$ cat src/hdl/ec_field_pkg.sv
/*
  Field and curve definitions for the toy short-Weierstrass curve
  y^2 = x^3 + 3 over the 16-bit prime field p = 65519.
  Holds the field element type, the affine and Jacobian point types
  and the Jacobian encoding of the point at infinity.
*/
`default_nettype none

package ec_field_pkg;

  localparam int FE_BITS = 16;

  // 3 mod 4, so a square root is a single exponentiation.
  localparam logic [FE_BITS-1:0] P = 16'd65519;
  localparam logic [FE_BITS-1:0] CURVE_B = 16'd3;

  // 2^16 mod p, used to fold the high half of a product back down.
  localparam int FOLD = (1 << FE_BITS) - 65519;

  typedef logic [FE_BITS-1:0] fe_t;

  typedef struct packed {
    fe_t y;
    fe_t x;  // x sits in the low half, as on the output stream.
  } af_point_t;

  typedef struct packed {
    fe_t z;  // z = 0 marks the point at infinity.
    fe_t y;
    fe_t x;
  } jb_point_t;

  localparam jb_point_t JB_INF = '{z: 16'd0, y: 16'd1, x: 16'd1};

endpackage

`default_nettype wire

$ cat src/hdl/msm_ctrl_pkg.sv
/*
  Control definitions for the multiexp engine.
  Scalar and batch count types, the result beat width, and the
  microcode encoding and program entry points of the execute sequencer.
*/
`default_nettype none

package msm_ctrl_pkg;

  localparam int SCL_BITS = 16;
  localparam int CNT_BITS = 8;
  localparam int RES_BITS = 32;
  localparam int REG_NUM = 12;
  localparam int PC_BITS = 6;

  typedef logic [SCL_BITS-1:0] scl_t;
  typedef logic [CNT_BITS-1:0] cnt_t;
  typedef logic [3:0] reg_idx_t;

  typedef enum logic [1:0] {ALU_MUL, ALU_ADD, ALU_SUB, ALU_PASS} alu_op_t;

  // ALU step, infinity check, H/r check, end of program.
  typedef enum logic [1:0] {UK_ALU, UK_CHK_INF, UK_CHK_H, UK_END} uop_kind_t;

  typedef struct packed {
    uop_kind_t kind;
    alu_op_t   op;
    reg_idx_t  dst;
    reg_idx_t  a;
    reg_idx_t  b;
  } uop_t;

  localparam logic [PC_BITS-1:0] PRG_ADD = 6'd0;   // general Jacobian addition.
  localparam logic [PC_BITS-1:0] PRG_DBL = 6'd26;  // Jacobian doubling for a = 0.

endpackage

`default_nettype wire

$ cat src/hdl/ec_field_alu.sv
/*
  Field ALU over p = 65519.
  Stage one forms the product, sum or difference, stage two folds
  the result back below p. One operation per cycle, two cycle latency.
*/
`timescale 1ns/10ps
`default_nettype none

module ec_field_alu (
  input  wire logic                  i_clk,
  input  wire logic                  i_rst,
  input  wire logic                  i_issue,
  input  wire msm_ctrl_pkg::alu_op_t i_op,
  input  wire ec_field_pkg::fe_t     i_a,
  input  wire ec_field_pkg::fe_t     i_b,
  output logic                       o_done,
  output ec_field_pkg::fe_t          o_res
);

  logic        s1_vld;
  logic [31:0] s1_val;
  logic [20:0] fold1;
  logic [16:0] fold2;

  always_ff @(posedge i_clk) begin
    if (i_rst) begin
      s1_vld <= 1'b0;
      o_done <= 1'b0;
    end else begin
      s1_vld <= i_issue;
      o_done <= s1_vld;
    end
  end

  always_ff @(posedge i_clk) begin
    case (i_op)
      msm_ctrl_pkg::ALU_MUL: s1_val <= i_a * i_b;
      msm_ctrl_pkg::ALU_ADD: s1_val <= 32'(i_a) + 32'(i_b);
      msm_ctrl_pkg::ALU_SUB: s1_val <= 32'(i_a) + 32'(ec_field_pkg::P - i_b);  // a + (p - b).
      default:               s1_val <= 32'(i_a);
    endcase
  end

  // 2^16 = 17 mod p, so two folds leave a value below 2p.
  always_comb begin
    fold1 = 21'(s1_val[31:16]) * 21'(ec_field_pkg::FOLD) + 21'(s1_val[15:0]);
    fold2 = 17'(fold1[20:16]) * 17'(ec_field_pkg::FOLD) + 17'(fold1[15:0]);
  end

  always_ff @(posedge i_clk) begin
    o_res <= (fold2 >= 17'(ec_field_pkg::P)) ? 16'(fold2 - 17'(ec_field_pkg::P)) : fold2[15:0];
  end

  a_operand_range: assert property (@(posedge i_clk) disable iff (i_rst)
    i_issue |-> (i_a < ec_field_pkg::P) && (i_b < ec_field_pkg::P))
    else $error("field operand not reduced below p");

endmodule

`default_nettype wire

$ cat src/hdl/msm_execute.sv
/*
  Execute stage of the multiexp engine.
  Microcoded sequencer with Jacobian doubling and addition programs,
  a field register file, one field ALU and the running batch sum.
  Each pair is multiplied MSB first by double-and-add, then summed.
*/
`timescale 1ns/10ps
`default_nettype none

module msm_execute (
  input  wire logic                    i_clk,
  input  wire logic                    i_rst,
  input  wire logic                    i_pair_val,
  input  wire ec_field_pkg::jb_point_t i_pair_pnt,
  input  wire msm_ctrl_pkg::scl_t      i_pair_scl,
  input  wire logic                    i_pair_last,
  output logic                         o_pair_rdy,
  output logic                         o_sum_val,
  output ec_field_pkg::jb_point_t      o_sum_pnt,
  input  wire logic                    i_sum_rdy
);

  typedef enum logic [1:0] {ST_IDLE, ST_RUN, ST_NEXT, ST_PRESENT} state_t;
  typedef enum logic [1:0] {PH_DBL, PH_ADD, PH_SUM} phase_t;
  typedef logic [$clog2(msm_ctrl_pkg::SCL_BITS)-1:0] bit_idx_t;

  state_t                           state;
  phase_t                           phase;
  logic [msm_ctrl_pkg::PC_BITS-1:0] pc;
  bit_idx_t                         bit_idx;
  logic                             wait_alu;
  msm_ctrl_pkg::uop_t               cur;
  ec_field_pkg::fe_t                rf [msm_ctrl_pkg::REG_NUM];  // r0-r2 hold T, r3-r5 Q.
  ec_field_pkg::jb_point_t          pnt;
  msm_ctrl_pkg::scl_t               scl;
  logic                             last;
  ec_field_pkg::jb_point_t          sum;
  logic                             alu_issue;
  logic                             alu_done;
  ec_field_pkg::fe_t                alu_res;

  function automatic msm_ctrl_pkg::uop_t alu(msm_ctrl_pkg::alu_op_t op, int d, int a, int b);
    alu = '{kind: msm_ctrl_pkg::UK_ALU, op: op, dst: msm_ctrl_pkg::reg_idx_t'(d),
            a: msm_ctrl_pkg::reg_idx_t'(a), b: msm_ctrl_pkg::reg_idx_t'(b)};
  endfunction

  function automatic msm_ctrl_pkg::uop_t ctl(msm_ctrl_pkg::uop_kind_t k, int a, int b);
    ctl = '{kind: k, op: msm_ctrl_pkg::ALU_PASS, dst: '0,
            a: msm_ctrl_pkg::reg_idx_t'(a), b: msm_ctrl_pkg::reg_idx_t'(b)};
  endfunction

  // T += Q at 0, T = 2T at 26, both for a = 0.
  function automatic msm_ctrl_pkg::uop_t uop_rom(logic [msm_ctrl_pkg::PC_BITS-1:0] addr);
    case (addr)
      6'd0:  uop_rom = ctl(msm_ctrl_pkg::UK_CHK_INF, 2, 5);
      6'd1:  uop_rom = alu(msm_ctrl_pkg::ALU_MUL, 6, 2, 2);     // z1z1.
      6'd2:  uop_rom = alu(msm_ctrl_pkg::ALU_MUL, 7, 5, 5);     // z2z2.
      6'd3:  uop_rom = alu(msm_ctrl_pkg::ALU_MUL, 8, 0, 7);     // u1.
      6'd4:  uop_rom = alu(msm_ctrl_pkg::ALU_MUL, 9, 3, 6);     // u2.
      6'd5:  uop_rom = alu(msm_ctrl_pkg::ALU_SUB, 9, 9, 8);     // h = u2 - u1.
      6'd6:  uop_rom = alu(msm_ctrl_pkg::ALU_MUL, 10, 1, 5);
      6'd7:  uop_rom = alu(msm_ctrl_pkg::ALU_MUL, 10, 10, 7);   // s1.
      6'd8:  uop_rom = alu(msm_ctrl_pkg::ALU_MUL, 11, 4, 2);
      6'd9:  uop_rom = alu(msm_ctrl_pkg::ALU_MUL, 11, 11, 6);   // s2.
      6'd10: uop_rom = alu(msm_ctrl_pkg::ALU_SUB, 11, 11, 10);  // r = s2 - s1.
      6'd11: uop_rom = ctl(msm_ctrl_pkg::UK_CHK_H, 9, 11);
      6'd12: uop_rom = alu(msm_ctrl_pkg::ALU_MUL, 2, 2, 5);
      6'd13: uop_rom = alu(msm_ctrl_pkg::ALU_MUL, 2, 2, 9);     // z3 = z1 z2 h.
      6'd14: uop_rom = alu(msm_ctrl_pkg::ALU_MUL, 6, 9, 9);     // h^2.
      6'd15: uop_rom = alu(msm_ctrl_pkg::ALU_MUL, 7, 6, 9);     // h^3.
      6'd16: uop_rom = alu(msm_ctrl_pkg::ALU_MUL, 8, 8, 6);     // v = u1 h^2.
      6'd17: uop_rom = alu(msm_ctrl_pkg::ALU_MUL, 0, 11, 11);
      6'd18: uop_rom = alu(msm_ctrl_pkg::ALU_SUB, 0, 0, 7);
      6'd19: uop_rom = alu(msm_ctrl_pkg::ALU_SUB, 0, 0, 8);
      6'd20: uop_rom = alu(msm_ctrl_pkg::ALU_SUB, 0, 0, 8);     // x3 = r^2 - h^3 - 2v.
      6'd21: uop_rom = alu(msm_ctrl_pkg::ALU_SUB, 8, 8, 0);
      6'd22: uop_rom = alu(msm_ctrl_pkg::ALU_MUL, 1, 11, 8);
      6'd23: uop_rom = alu(msm_ctrl_pkg::ALU_MUL, 10, 10, 7);
      6'd24: uop_rom = alu(msm_ctrl_pkg::ALU_SUB, 1, 1, 10);    // y3 = r(v - x3) - s1 h^3.
      6'd25: uop_rom = ctl(msm_ctrl_pkg::UK_END, 0, 0);
      6'd26: uop_rom = alu(msm_ctrl_pkg::ALU_MUL, 6, 1, 1);     // y^2.
      6'd27: uop_rom = alu(msm_ctrl_pkg::ALU_MUL, 7, 0, 6);
      6'd28: uop_rom = alu(msm_ctrl_pkg::ALU_ADD, 7, 7, 7);
      6'd29: uop_rom = alu(msm_ctrl_pkg::ALU_ADD, 7, 7, 7);     // s = 4 x y^2.
      6'd30: uop_rom = alu(msm_ctrl_pkg::ALU_MUL, 8, 0, 0);
      6'd31: uop_rom = alu(msm_ctrl_pkg::ALU_ADD, 9, 8, 8);
      6'd32: uop_rom = alu(msm_ctrl_pkg::ALU_ADD, 9, 9, 8);     // m = 3 x^2.
      6'd33: uop_rom = alu(msm_ctrl_pkg::ALU_MUL, 6, 6, 6);
      6'd34: uop_rom = alu(msm_ctrl_pkg::ALU_ADD, 6, 6, 6);
      6'd35: uop_rom = alu(msm_ctrl_pkg::ALU_ADD, 6, 6, 6);
      6'd36: uop_rom = alu(msm_ctrl_pkg::ALU_ADD, 6, 6, 6);     // 8 y^4.
      6'd37: uop_rom = alu(msm_ctrl_pkg::ALU_MUL, 2, 1, 2);
      6'd38: uop_rom = alu(msm_ctrl_pkg::ALU_ADD, 2, 2, 2);     // z3 = 2 y z.
      6'd39: uop_rom = alu(msm_ctrl_pkg::ALU_MUL, 0, 9, 9);
      6'd40: uop_rom = alu(msm_ctrl_pkg::ALU_SUB, 0, 0, 7);
      6'd41: uop_rom = alu(msm_ctrl_pkg::ALU_SUB, 0, 0, 7);     // x3 = m^2 - 2s.
      6'd42: uop_rom = alu(msm_ctrl_pkg::ALU_SUB, 10, 7, 0);
      6'd43: uop_rom = alu(msm_ctrl_pkg::ALU_MUL, 1, 9, 10);
      6'd44: uop_rom = alu(msm_ctrl_pkg::ALU_SUB, 1, 1, 6);     // y3 = m(s - x3) - 8 y^4.
      default: uop_rom = ctl(msm_ctrl_pkg::UK_END, 0, 0);       // end of the doubling.
    endcase
  endfunction

  assign cur = uop_rom(pc);
  assign alu_issue = (state == ST_RUN) && (cur.kind == msm_ctrl_pkg::UK_ALU) && !wait_alu;
  assign o_pair_rdy = (state == ST_IDLE);
  assign o_sum_val = (state == ST_PRESENT);
  assign o_sum_pnt = sum;

  ec_field_alu ec_field_alu_i (
    .i_clk   ( i_clk      ),
    .i_rst   ( i_rst      ),
    .i_issue ( alu_issue  ),
    .i_op    ( cur.op     ),
    .i_a     ( rf[cur.a]  ),
    .i_b     ( rf[cur.b]  ),
    .o_done  ( alu_done   ),
    .o_res   ( alu_res    )
  );

  always_ff @(posedge i_clk) begin
    if (i_rst) begin
      state <= ST_IDLE;
      phase <= PH_DBL;
      pc <= '0;
      bit_idx <= '0;
      wait_alu <= 1'b0;
      sum <= ec_field_pkg::JB_INF;
    end else begin
      if (alu_issue) wait_alu <= 1'b1;
      if (alu_done) wait_alu <= 1'b0;
      case (state)
        ST_IDLE: begin
          if (i_pair_val) begin
            pnt <= i_pair_pnt;
            scl <= i_pair_scl;
            last <= i_pair_last;
            rf[0] <= ec_field_pkg::JB_INF.x;  // T starts at infinity.
            rf[1] <= ec_field_pkg::JB_INF.y;
            rf[2] <= ec_field_pkg::JB_INF.z;
            bit_idx <= bit_idx_t'(msm_ctrl_pkg::SCL_BITS - 1);
            phase <= PH_DBL;
            pc <= msm_ctrl_pkg::PRG_DBL;
            state <= ST_RUN;
          end
        end
        ST_RUN: begin
          case (cur.kind)
            msm_ctrl_pkg::UK_ALU: begin
              if (alu_done) begin
                rf[cur.dst] <= alu_res;
                pc <= pc + 1'b1;
              end
            end
            msm_ctrl_pkg::UK_CHK_INF: begin
              if (rf[cur.a] == '0) begin  // T at infinity, take Q.
                rf[0] <= rf[3];
                rf[1] <= rf[4];
                rf[2] <= rf[5];
                state <= ST_NEXT;
              end else if (rf[cur.b] == '0) begin
                state <= ST_NEXT;
              end else begin
                pc <= pc + 1'b1;
              end
            end
            msm_ctrl_pkg::UK_CHK_H: begin
              if (rf[cur.a] == '0 && rf[cur.b] == '0) begin
                pc <= msm_ctrl_pkg::PRG_DBL;  // T equals Q.
              end else if (rf[cur.a] == '0) begin
                rf[2] <= '0;                  // T equals -Q.
                state <= ST_NEXT;
              end else begin
                pc <= pc + 1'b1;
              end
            end
            default: state <= ST_NEXT;
          endcase
        end
        ST_NEXT: begin
          if (phase == PH_DBL && scl[bit_idx]) begin
            rf[3] <= pnt.x;
            rf[4] <= pnt.y;
            rf[5] <= pnt.z;
            pc <= msm_ctrl_pkg::PRG_ADD;
            phase <= PH_ADD;
            state <= ST_RUN;
          end else if (phase == PH_SUM) begin
            sum <= '{z: rf[2], y: rf[1], x: rf[0]};
            state <= last ? ST_PRESENT : ST_IDLE;
          end else if (bit_idx == '0) begin  // scalar done, fold T into the sum.
            rf[3] <= sum.x;
            rf[4] <= sum.y;
            rf[5] <= sum.z;
            pc <= msm_ctrl_pkg::PRG_ADD;
            phase <= PH_SUM;
            state <= ST_RUN;
          end else begin
            bit_idx <= bit_idx - 1'b1;
            pc <= msm_ctrl_pkg::PRG_DBL;
            phase <= PH_DBL;
            state <= ST_RUN;
          end
        end
        default: begin
          if (i_sum_rdy) begin
            sum <= ec_field_pkg::JB_INF;  // the next batch starts from infinity.
            state <= ST_IDLE;
          end
        end
      endcase
    end
  end

  a_sum_hold: assert property (@(posedge i_clk) disable iff (i_rst)
    o_sum_val && !i_sum_rdy |=> o_sum_val && $stable(o_sum_pnt))
    else $error("batch sum changed while the result stage was stalled");

endmodule

`default_nettype wire

$ cat src/hdl/msm_pair_decode.sv
/*
  Pair decode for the multiexp engine.
  Joins the point and scalar streams, lifts each point to Jacobian
  coordinates with z = 1 and flags the last pair of every batch.
*/
`timescale 1ns/10ps
`default_nettype none

module msm_pair_decode (
  input  wire logic                    i_clk,
  input  wire logic                    i_rst,
  input  wire msm_ctrl_pkg::cnt_t      i_num_in,
  input  wire logic                    i_pnt_val,
  input  wire ec_field_pkg::af_point_t i_pnt_dat,
  output logic                         o_pnt_rdy,
  input  wire logic                    i_scl_val,
  input  wire msm_ctrl_pkg::scl_t      i_scl_dat,
  output logic                         o_scl_rdy,
  output logic                         o_pair_val,
  output ec_field_pkg::jb_point_t      o_pair_pnt,
  output msm_ctrl_pkg::scl_t           o_pair_scl,
  output logic                         o_pair_last,
  input  wire logic                    i_pair_rdy
);

  msm_ctrl_pkg::cnt_t cnt;  // pairs still owed in this batch, zero between batches.
  logic xfer;
  logic first;

  // each stream only moves when the other one has a beat as well.
  assign o_pnt_rdy = i_scl_val && i_pair_rdy;
  assign o_scl_rdy = i_pnt_val && i_pair_rdy;
  assign o_pair_val = i_pnt_val && i_scl_val;

  assign o_pair_pnt = '{z: 16'd1, y: i_pnt_dat.y, x: i_pnt_dat.x};
  assign o_pair_scl = i_scl_dat;

  assign xfer = o_pair_val && i_pair_rdy;
  assign first = (cnt == '0);
  assign o_pair_last = first ? (i_num_in == 8'd1) : (cnt == 8'd1);

  always_ff @(posedge i_clk) begin
    if (i_rst) begin
      cnt <= '0;
    end else if (xfer) begin
      cnt <= (first ? i_num_in : cnt) - 1'b1;  // the first pair loads the batch length.
    end
  end

  a_batch_len: assert property (@(posedge i_clk) disable iff (i_rst)
    xfer && first |-> i_num_in != '0)
    else $error("batch started with a zero length");

endmodule

`default_nettype wire

$ cat src/hdl/msm_result.sv
/*
  Result stage of the multiexp engine.
  Takes the Jacobian batch sum and sends it as two beats,
  y and x first with sop, then z with eop.
*/
`timescale 1ns/10ps
`default_nettype none

module msm_result (
  input  wire logic                        i_clk,
  input  wire logic                        i_rst,
  input  wire logic                        i_sum_val,
  input  wire ec_field_pkg::jb_point_t     i_sum_pnt,
  output logic                             o_sum_rdy,
  output logic                             o_res_val,
  output logic [msm_ctrl_pkg::RES_BITS-1:0] o_res_dat,
  output logic                             o_res_sop,
  output logic                             o_res_eop,
  input  wire logic                        i_res_rdy
);

  logic              res_cnt;  // high while beat 1 is on the bus.
  ec_field_pkg::fe_t z_q;

  assign o_sum_rdy = !o_res_val;

  always_ff @(posedge i_clk) begin
    if (i_rst) begin
      o_res_val <= 1'b0;
      o_res_sop <= 1'b0;
      o_res_eop <= 1'b0;
      res_cnt <= 1'b0;
    end else if (o_res_val) begin
      if (i_res_rdy && !res_cnt) begin
        res_cnt <= 1'b1;
        o_res_sop <= 1'b0;
        o_res_eop <= 1'b1;
        o_res_dat <= {16'd0, z_q};
      end else if (i_res_rdy) begin
        res_cnt <= 1'b0;
        o_res_val <= 1'b0;
        o_res_eop <= 1'b0;
      end
    end else if (i_sum_val) begin
      z_q <= i_sum_pnt.z;
      o_res_val <= 1'b1;
      o_res_sop <= 1'b1;
      o_res_dat <= {i_sum_pnt.y, i_sum_pnt.x};
    end
  end

  a_sop_eop: assert property (@(posedge i_clk) disable iff (i_rst)
    !(o_res_sop && o_res_eop))
    else $error("result beat marked as both first and last");

endmodule

`default_nettype wire

$ cat src/hdl/msm_top.sv
/*
  Top level of the multiexp engine.
  Connects pair decode, the microcoded execute stage and the
  two-beat result stage.
*/
`timescale 1ns/10ps
`default_nettype none

module msm_top (
  input  wire logic                         i_clk,
  input  wire logic                         i_rst,
  input  wire msm_ctrl_pkg::cnt_t           i_num_in,
  input  wire logic                         i_pnt_val,
  input  wire ec_field_pkg::af_point_t      i_pnt_dat,
  output logic                              o_pnt_rdy,
  input  wire logic                         i_scl_val,
  input  wire msm_ctrl_pkg::scl_t           i_scl_dat,
  output logic                              o_scl_rdy,
  output logic                              o_res_val,
  output logic [msm_ctrl_pkg::RES_BITS-1:0] o_res_dat,
  output logic                              o_res_sop,
  output logic                              o_res_eop,
  input  wire logic                         i_res_rdy
);

  logic                    pair_val;
  logic                    pair_rdy;
  logic                    pair_last;
  ec_field_pkg::jb_point_t pair_pnt;
  msm_ctrl_pkg::scl_t      pair_scl;
  logic                    sum_val;
  logic                    sum_rdy;
  ec_field_pkg::jb_point_t sum_pnt;

  msm_pair_decode msm_pair_decode_i (
    .i_clk       ( i_clk     ),
    .i_rst       ( i_rst     ),
    .i_num_in    ( i_num_in  ),
    .i_pnt_val   ( i_pnt_val ),
    .i_pnt_dat   ( i_pnt_dat ),
    .o_pnt_rdy   ( o_pnt_rdy ),
    .i_scl_val   ( i_scl_val ),
    .i_scl_dat   ( i_scl_dat ),
    .o_scl_rdy   ( o_scl_rdy ),
    .o_pair_val  ( pair_val  ),
    .o_pair_pnt  ( pair_pnt  ),
    .o_pair_scl  ( pair_scl  ),
    .o_pair_last ( pair_last ),
    .i_pair_rdy  ( pair_rdy  )
  );

  msm_execute msm_execute_i (
    .i_clk       ( i_clk     ),
    .i_rst       ( i_rst     ),
    .i_pair_val  ( pair_val  ),
    .i_pair_pnt  ( pair_pnt  ),
    .i_pair_scl  ( pair_scl  ),
    .i_pair_last ( pair_last ),
    .o_pair_rdy  ( pair_rdy  ),
    .o_sum_val   ( sum_val   ),
    .o_sum_pnt   ( sum_pnt   ),
    .i_sum_rdy   ( sum_rdy   )
  );

  msm_result msm_result_i (
    .i_clk     ( i_clk     ),
    .i_rst     ( i_rst     ),
    .i_sum_val ( sum_val   ),
    .i_sum_pnt ( sum_pnt   ),
    .o_sum_rdy ( sum_rdy   ),
    .o_res_val ( o_res_val ),
    .o_res_dat ( o_res_dat ),
    .o_res_sop ( o_res_sop ),
    .o_res_eop ( o_res_eop ),
    .i_res_rdy ( i_res_rdy )
  );

endmodule

`default_nettype wire

$ cat config.mk
export PLATFORM = sky130hd
export DESIGN_NAME = msm_top
export DESIGN_NICKNAME = d
export VERILOG_FILES = /design/src/hdl/ec_field_pkg.sv /design/src/hdl/msm_ctrl_pkg.sv /design/src/hdl/ec_field_alu.sv /design/src/hdl/msm_execute.sv /design/src/hdl/msm_pair_decode.sv /design/src/hdl/msm_result.sv /design/src/hdl/msm_top.sv
export SDC_FILE = /design/constraint.sdc
export NUM_CORES = 2
export LEC_CHECK = 0
export BUFFER_PORTS_ARGS = -buffer_cell sky130_fd_sc_hd__buf_2
export CAP_MARGIN = 15
export CORE_MARGIN = 1.5
export CORE_UTILIZATION = 58
export DETAILED_ROUTE_END_ITERATION = 7
export PLACE_DENSITY = 0.78
export SLEW_MARGIN = 20
export SYNTH_ARGS = -nofsm -noshare
export SYNTH_HDL_FRONTEND = slang
export SYNTH_SLANG_ARGS = --single-unit
$ cat constraint.sdc
create_clock -name i_clk -period 8.1 [get_ports i_clk]
set_input_delay 0.405 -clock i_clk [delete_from_list [all_inputs] [get_ports i_clk]]
set_output_delay 0.405 -clock i_clk [all_outputs]
set_load 0.01 [all_outputs]
Word level (Yosys, flattened, before mapping)
Memory sizes are Yosys's and may differ from the RTL's. A register that Yosys moved wholly into a read port is not among the register bits.
Index checks and enable logic that the tools add are counted.
{ "totals": {"ff_bits": 221, "mem_bits_rw": 192, "mem_bits_ro": 1024, "input_bits": 61, "out_inout_bits": 37, "elab_cells": 219, "memories": 2} }
{ "classes": {"n_addsub": 9, "n_mul": 3, "magnitude_cmp": 2, "n_eq_ne": 28, "muxes": 104, "n_bitwise": 10, "reduce_logical": 39} }
{ "mem_list": {"columns": ["name", "depth", "width", "rd", "rd_clocked_by_memory_dff", "write_ports", "line", "source"], "rows": [
  ["(name not given)", 64, 16, 1, 1, 0, "msm_execute.sv:54", "case (addr)"],
  ["msm_execute_i.rf", 12, 16, 8, 0, 3, "msm_execute.sv:33", "ec_field_pkg::fe_t rf [msm_ctrl_pkg::REG_NUM];"]
]} }
{ "op_table": {"columns": ["operator", "n"], "rows": [
  ["$mux 16", 12],
  ["$mux 48", 3],
  ["$mux 32", 3],
  ["$pmux 32 s3", 1],
  ["$pmux 48 s2", 1],
  ["$reduce_or 16->1", 4],
  ["$mux 6", 10],
  ["$mux 1", 44],
  ["$pmux 6 s3", 2],
  ["$logic_not 16->1", 2],
  ["$mul 16x16->32", 1],
  ["$mux 4", 8],
  ["$mux 2", 13],
  ["$add 21x16->21", 1],
  ["$mul 16x5->21 const B", 1],
  ["$add 17x17->18", 1],
  ["$add 10x16->17", 1],
  ["$add 16x16->17", 1],
  ["$ge 17x16->1 const B", 1],
  ["$sub 16x16->17 const A", 1],
  ["$eq 8x1->1 const B", 2],
  ["$ne 4x4->1 const B", 4],
  ["$sub 16x16->16 const B", 1],
  ["$ne 3x3->1 const B", 5],
  ["other kinds (32)", 72]
]} }

Logic depth before layout (Yosys ltp)
{ "depth": {"ltp_word": 10, "mapped_depth": 35, "depth_no_buf": 34} }

Cells and area by module
Synthesis repeated with hierarchy kept, for this count alone.
{ "unflattened": {"hier_cells": 3331, "hier_area_um2": 36741.5} }
{ "modules_own_cells": {"columns": ["module", "n_inst", "cells_each", "area_each_um2", "seq_area_each_um2"], "rows": [
  ["msm_execute", 1, 1518, 19885.3, 11220.8],
  ["ec_field_alu", 1, 1572, 13840.8, 1001.0],
  ["msm_result", 1, 98, 1911.8, 1501.4],
  ["msm_pair_decode", 1, 143, 1103.6, 160.2]
]} }

Worst setup path after synthesis
Ideal clock, no wire load.
{ "synth_timing": {"path_type": "register -> register", "start": "reg msm_execute_i.cur[1] (netlist name)", "end": "reg msm_execute_i.ec_field_alu_i.s1_val[31]", "setup_time_ns": 0.087, "arrival_ns": 8.307, "required_ns": 8.013, "path_slack_ns": -0.294, "stages_incl_launch_ff": 31, "n_path_buf": 5, "synth_period_minus_slack_ns": 8.394, "path_cell_list": "dfxtp_1 buf_2 buf_1 clkbuf_1 clkbuf_1 mux4_2 mux2_2 o21ai_1 clkbuf_1 nor2_1 fa_1 inv_1 fa_1 fa_1 fa_1 inv_1 fa_1 fa_1 ha_1 a21o_1 a21o_1 a21oi_1 nor2b_1 o21ai_0 nor2b_1 a21oi_1 o311a_1 o31a_1 o2111a_1 o21a_1 o31ai_1"} }
{ "synth_between": {"elab_chain_cells": 4, "elab_cells_between_ends": 5, "cone_classes": "2 x add/sub; 1 x mul; 1 x mux; 1 x memory"} }
{ "synth_lines": {"columns": ["element", "line", "source"], "rows": [
  ["$mem_v2 12x16 (*)", null, null],
  ["parallel branches: the longest is 2 deep, another holds $mul 16x16->32", null, null],
  ["$pmux 32 s3 (*)", "ec_field_alu.sv:36", "case (i_op)"],
  ["end signal: assignment", "ec_field_alu.sv:37", "msm_ctrl_pkg::ALU_MUL: s1_val <= i_a * i_b;"],
  ["end signal: assignment", "ec_field_alu.sv:39", "msm_ctrl_pkg::ALU_SUB: s1_val <= 32'(i_a) + 32'(ec_field_pkg::P - i_b);"],
  ["end signal: assignment", "ec_field_alu.sv:40", "default: s1_val <= 32'(i_a);"],
  ["end: declaration", "ec_field_alu.sv:21", "logic [31:0] s1_val;"]
]} }
Mark *: on every way between the ends.
A chain may end at the register's enable or synchronous reset.

Worst setup path in the final report
{ "layout_timing": {"start": "reg msm_execute_i.cur[4] (netlist name)", "end": "reg msm_execute_i.ec_field_alu_i.s1_val[31]"} }
{ "layout_between": {"elab_chain_cells": 3, "elab_cells_between_ends": 4, "cone_classes": "1 x add/sub; 1 x mul; 1 x mux; 1 x memory"} }
{ "layout_lines": {"columns": ["element", "line", "source"], "rows": [
  ["$mem_v2 12x16 (*)", null, null],
  ["$mul 16x16->32 or $add 17x17->18 (tied branches)", "ec_field_alu.sv:37, ec_field_alu.sv:39", null],
  ["$pmux 32 s3 (*)", "ec_field_alu.sv:36", null],
  ["end signal: assignment", "ec_field_alu.sv:37", null],
  ["end signal: assignment", "ec_field_alu.sv:38", "msm_ctrl_pkg::ALU_ADD: s1_val <= 32'(i_a) + 32'(i_b);"],
  ["end signal: assignment", "ec_field_alu.sv:39", null]
]} }
Mark *: on every way between the ends. The rest lies on a longest branch, timed or not.

==> results.py <==
metrics = {
    "min_path": {
        "holdCritPathClass": "input port to register",
    },
    "flow_run": {
        "max_cap_violations": 0,
    },
    "drt": {
        "first_pass_iters": 5,
        "vias_per_cell": 6.41,
        "postRouteAntennaNets": 0,
        "wirelength_mm": 108,
        "wl_per_cell_um": 25.4,
        "drt_iter0_drc": 3152,
        "drcViolationCount": 0,
        "num_vias": 27308,
    },
    "clock_network": {
        "cts_tree": "done",
        "cts.sinks": 493,
        "cts_made_buffers": 52,
        "cts_root_buf": "clkbuf_16",
        "cts_buffer_depth": 3,
        "clk_pin_slew_ns": 0.06,
        "insertion_delay_ns": 0.63,
        "htreeDepth": 2,
    },
    "floorplanning": {
        "initial_core_util": 0.585,
        "fp.dieW_um": 250,
        "core_area_um2": 60200,
        "die-area_um2": 62300,
        "num_io_pins": 98,
        "core.rowCount": 90,
        "fp.dieH_um": 250,
    },
    "sta": {
        "post-route-min-period_ns": 7.84,
        "timing.slew.headroom": 0.282,
        "fin_hold_ws_ns": 0.129,
        "fin_worst_skew_ns": 0.0261,
        "worst_slew_pin_slew_ns": 1.07,
        "slew_violations": 0,
        "final.period_utilization": 0.968,
        "final-hold-violation-count": 0,
        "setup_viol": 0,
        "max_freq_mhz": 128,
    },
    "grt": {
        "grt_overflow": 0,
        "grt_use_total": 0.347,
        "grt_first_pass_wirelength_mm": 164,
        "antenna_found_initial": 4,
        "grt_pass1_vias": 27802,
        "grt_max_degree": 52,
    },
    "placement": {
        "placed_cells": 4092,
        "dp_hpwl_mm": 79.3,
        "portBuffers": 97,
        "place.gp.congestion": 0.991,
        "place_area_um2": 37300,
    },
    "setup_path": {
        "worstSetupPathType": "register to register",
        "crit_top_cell": "fa_1",
        "start_kind": "register",
        "end_kind": "register",
        "worst_path_max_delay_cell": "mux4_2",
        "cp_data_required_time_ns": 8.63,
        "critical_path_arrival_ns": 8.37,
        "worstPathMaxFanout": 10,
        "max_stage_delay_ns": 0.58,
    },
    "logic_synthesis": {
        "synth_nets": 3729,
        "synth_area_um2": 35200,
        "seq_area_frac_synth": 0.380,
        "synth_seq_cells": 493,
        "ys_types": 93,
        "dominantRegCellSynth": "edfxtp_1",
        "synth.avg_cell_area_um2": 10.9,
        "postSynthCellCount": 3219,
        "synth_edf_count": 353,
        "yosysWarnings": 0,
        "synthArstFlopShare": 0,
    },
    "cells_and_area": {
        "fillers": 4376,
        "nets": 3947,
        "final_cell_area_um2": 40100,
        "drive_gt1_frac": 0.178,
        "area_growth_pct": 13.8,
        "layout.cells.non_filler": 4262,
        "diodes": 0,
    },
    "run_status": {
        "status": "completed",
    },
}
==> registers in the layout, summed over array words and instances, names as in the netlist <==
signal	cells
msm_execute_i.phase	2
msm_result_i.z_q	16
msm_execute_i.ec_field_alu_i.o_res	16
msm_result_i.o_res_sop	1
msm_execute_i.pnt	32
msm_result_i.o_res_val	1
msm_execute_i.ec_field_alu_i.s1_val	32
msm_execute_i.wait_alu	1
msm_execute_i.cur	16
msm_execute_i.ec_field_alu_i.s1_vld	1
msm_execute_i.rf	256
msm_execute_i.o_sum_pnt	48
msm_execute_i.state	2
msm_result_i.o_res_dat	32
msm_execute_i.bit_idx	4
msm_execute_i.ec_field_alu_i.o_done	1
msm_execute_i.pc	6
msm_result_i.res_cnt	1
msm_execute_i.last	1
msm_execute_i.scl	16
msm_pair_decode_i.cnt	8
==> path summary, 6_finish.rpt <==
| check | from | to | slack [ns] | cells past startpoint |
|---|---|---|---|---|
| worst min-delay path | i_res_rdy | msm_result_i.res_cnt$_SDFFE_PP0P_ | 0.13 | 4 |
| worst min register to register | msm_execute_i.wait_alu$_SDFFE_PP0P_ | msm_execute_i.ec_field_alu_i.s1_vld$_SDFF_PP0_ | 0.43 | 1 |
| worst max register to register | msm_execute_i.cur[4]$_DFF_P_ | msm_execute_i.ec_field_alu_i.s1_val[31]$_DFF_P_ | 0.26 | 28 |
| worst max-delay path | msm_execute_i.cur[4]$_DFF_P_ | msm_execute_i.ec_field_alu_i.s1_val[31]$_DFF_P_ | 0.26 | 28 |
==> area by class of cell <==
| cell class | instances | area [µm²] | share of cell area |
|---|---|---|---|
| flip-flops and latches | 493 | 13400 | 0.335 |
| repair buffers | 320 | 2540 | 0.0634 |
| well taps | 782 | 978 | 0.0244 |
| clock inverters | 27 | 334 | 0.00833 |
| inverters | 359 | 1360 | 0.0339 |
| multi-input cells | 2211 | 20000 | 0.499 |
| clock buffers | 70 | 1460 | 0.0364 |
==> critical path, delay by kind of cell, from the launching register on <==
family,cells,cell delay [ns]
mux,1,0.58
flops,1,0.43
compound gates,10,2.16
fa+ha+maj,8,3.55
simple gates,3,0.41
buf+inv,6,0.61
==> synthesized netlist by cell type, drive strengths merged (7+ instances only) <==
cell type  count  area [µm²]
nand2        393        1490
nand3         53         265
ha           238        2980
o21a          27         203
clkbuf        95         357
xnor2         62         543
nor2         218         821
a211oi        12        90.1
mux2          23         259
nor3          44         225
and2          28         175
o21bai         9        67.6
nor4          17         119
o22ai          7        43.8
a21oi        127         643
a21o          20         151
a22oi         95         757
nand4         10        62.6
nand2b        20         130
or2           14        87.6
a22o          23         201
a31oi         10        62.6
a21boi         8        60.1
mux4         143        3220
xor2          21         184
edfxtp       353       10600
mux2i         43         430
nor2b         46         288
inv          354        1330
or3           14        87.6
buf           61         363
nor3b         10        75.1
and3          19         119
a221oi        10         146
dfxtp        140        2800
o21ai        140         701
o211ai         9        67.6
fa           211        4220
o31ai         12        95.1
==> stage by stage <==
step | util | setup WS, ns | setup TNS [ns]
global placement | 0.620 | -0.0539 | -0.0539
detailed placement | 0.620 | -0.101 | -0.101
CTS | 0.658 | -0.0697 | -0.0697
global route | 0.666 | -0.0470 | -0.143
floorplan | - | 0.0285 | 0
finish | 0.666 | 0.259 | 0
==> repair_timing <==
item,4_1_cts,5_1_grt
hold endpoints to repair,48,0
pin swaps,0,9
resized for setup,2,58
buffers inserted,0,23
gates cloned,0,2
endpoints found under the setup margin,9,21
hold buffers,48,0
==> per-layer routing <==
| layer | global-route usage | wire (µm) | up-vias |
|---|---|---|---|
| met1 | 0.437 | 40000 | 13366 |
| met2 | 0.569 | 50900 | 1710 |
| met4 | 0.171 | 6310 | 4 |
| li1 | - | - | 11856 |
| met3 | 0.0755 | 11200 | 372 |
| met5 | 0 | 26 | - |
==> cell families after synthesis <==
| group | share of synthesized area |
|---|---|
| AND/OR/NAND/NOR | 0.116 |
| AO/OA/AOI/OAI | 0.109 |
| buffers and inverters | 0.0589 |
| flip-flops | 0.380 |
| adder cells (fa/ha/maj) | 0.204 |
| multiplexers | 0.111 |
| XOR/XNOR | 0.0206 |
==> layout by cell type, fill, tap and decap left out, types with 126 or more instances in the layout <==
cell / synthesis / final
nand2_1: 388 / 380
edfxtp_1: 353 / 353
inv_1: 348 / 345
ha_1: 238 / 234
nor2_1: 217 / 211
fa_1: 211 / 211
buf_4: 2 / 148
mux4_2: 143 / 143
dfxtp_1: 140 / 136
o21ai_0: 133 / 126
Power is left out: the tool's default activity adds up to more than one toggle a clock period on the data nets, which glitch-free logic cannot reach.
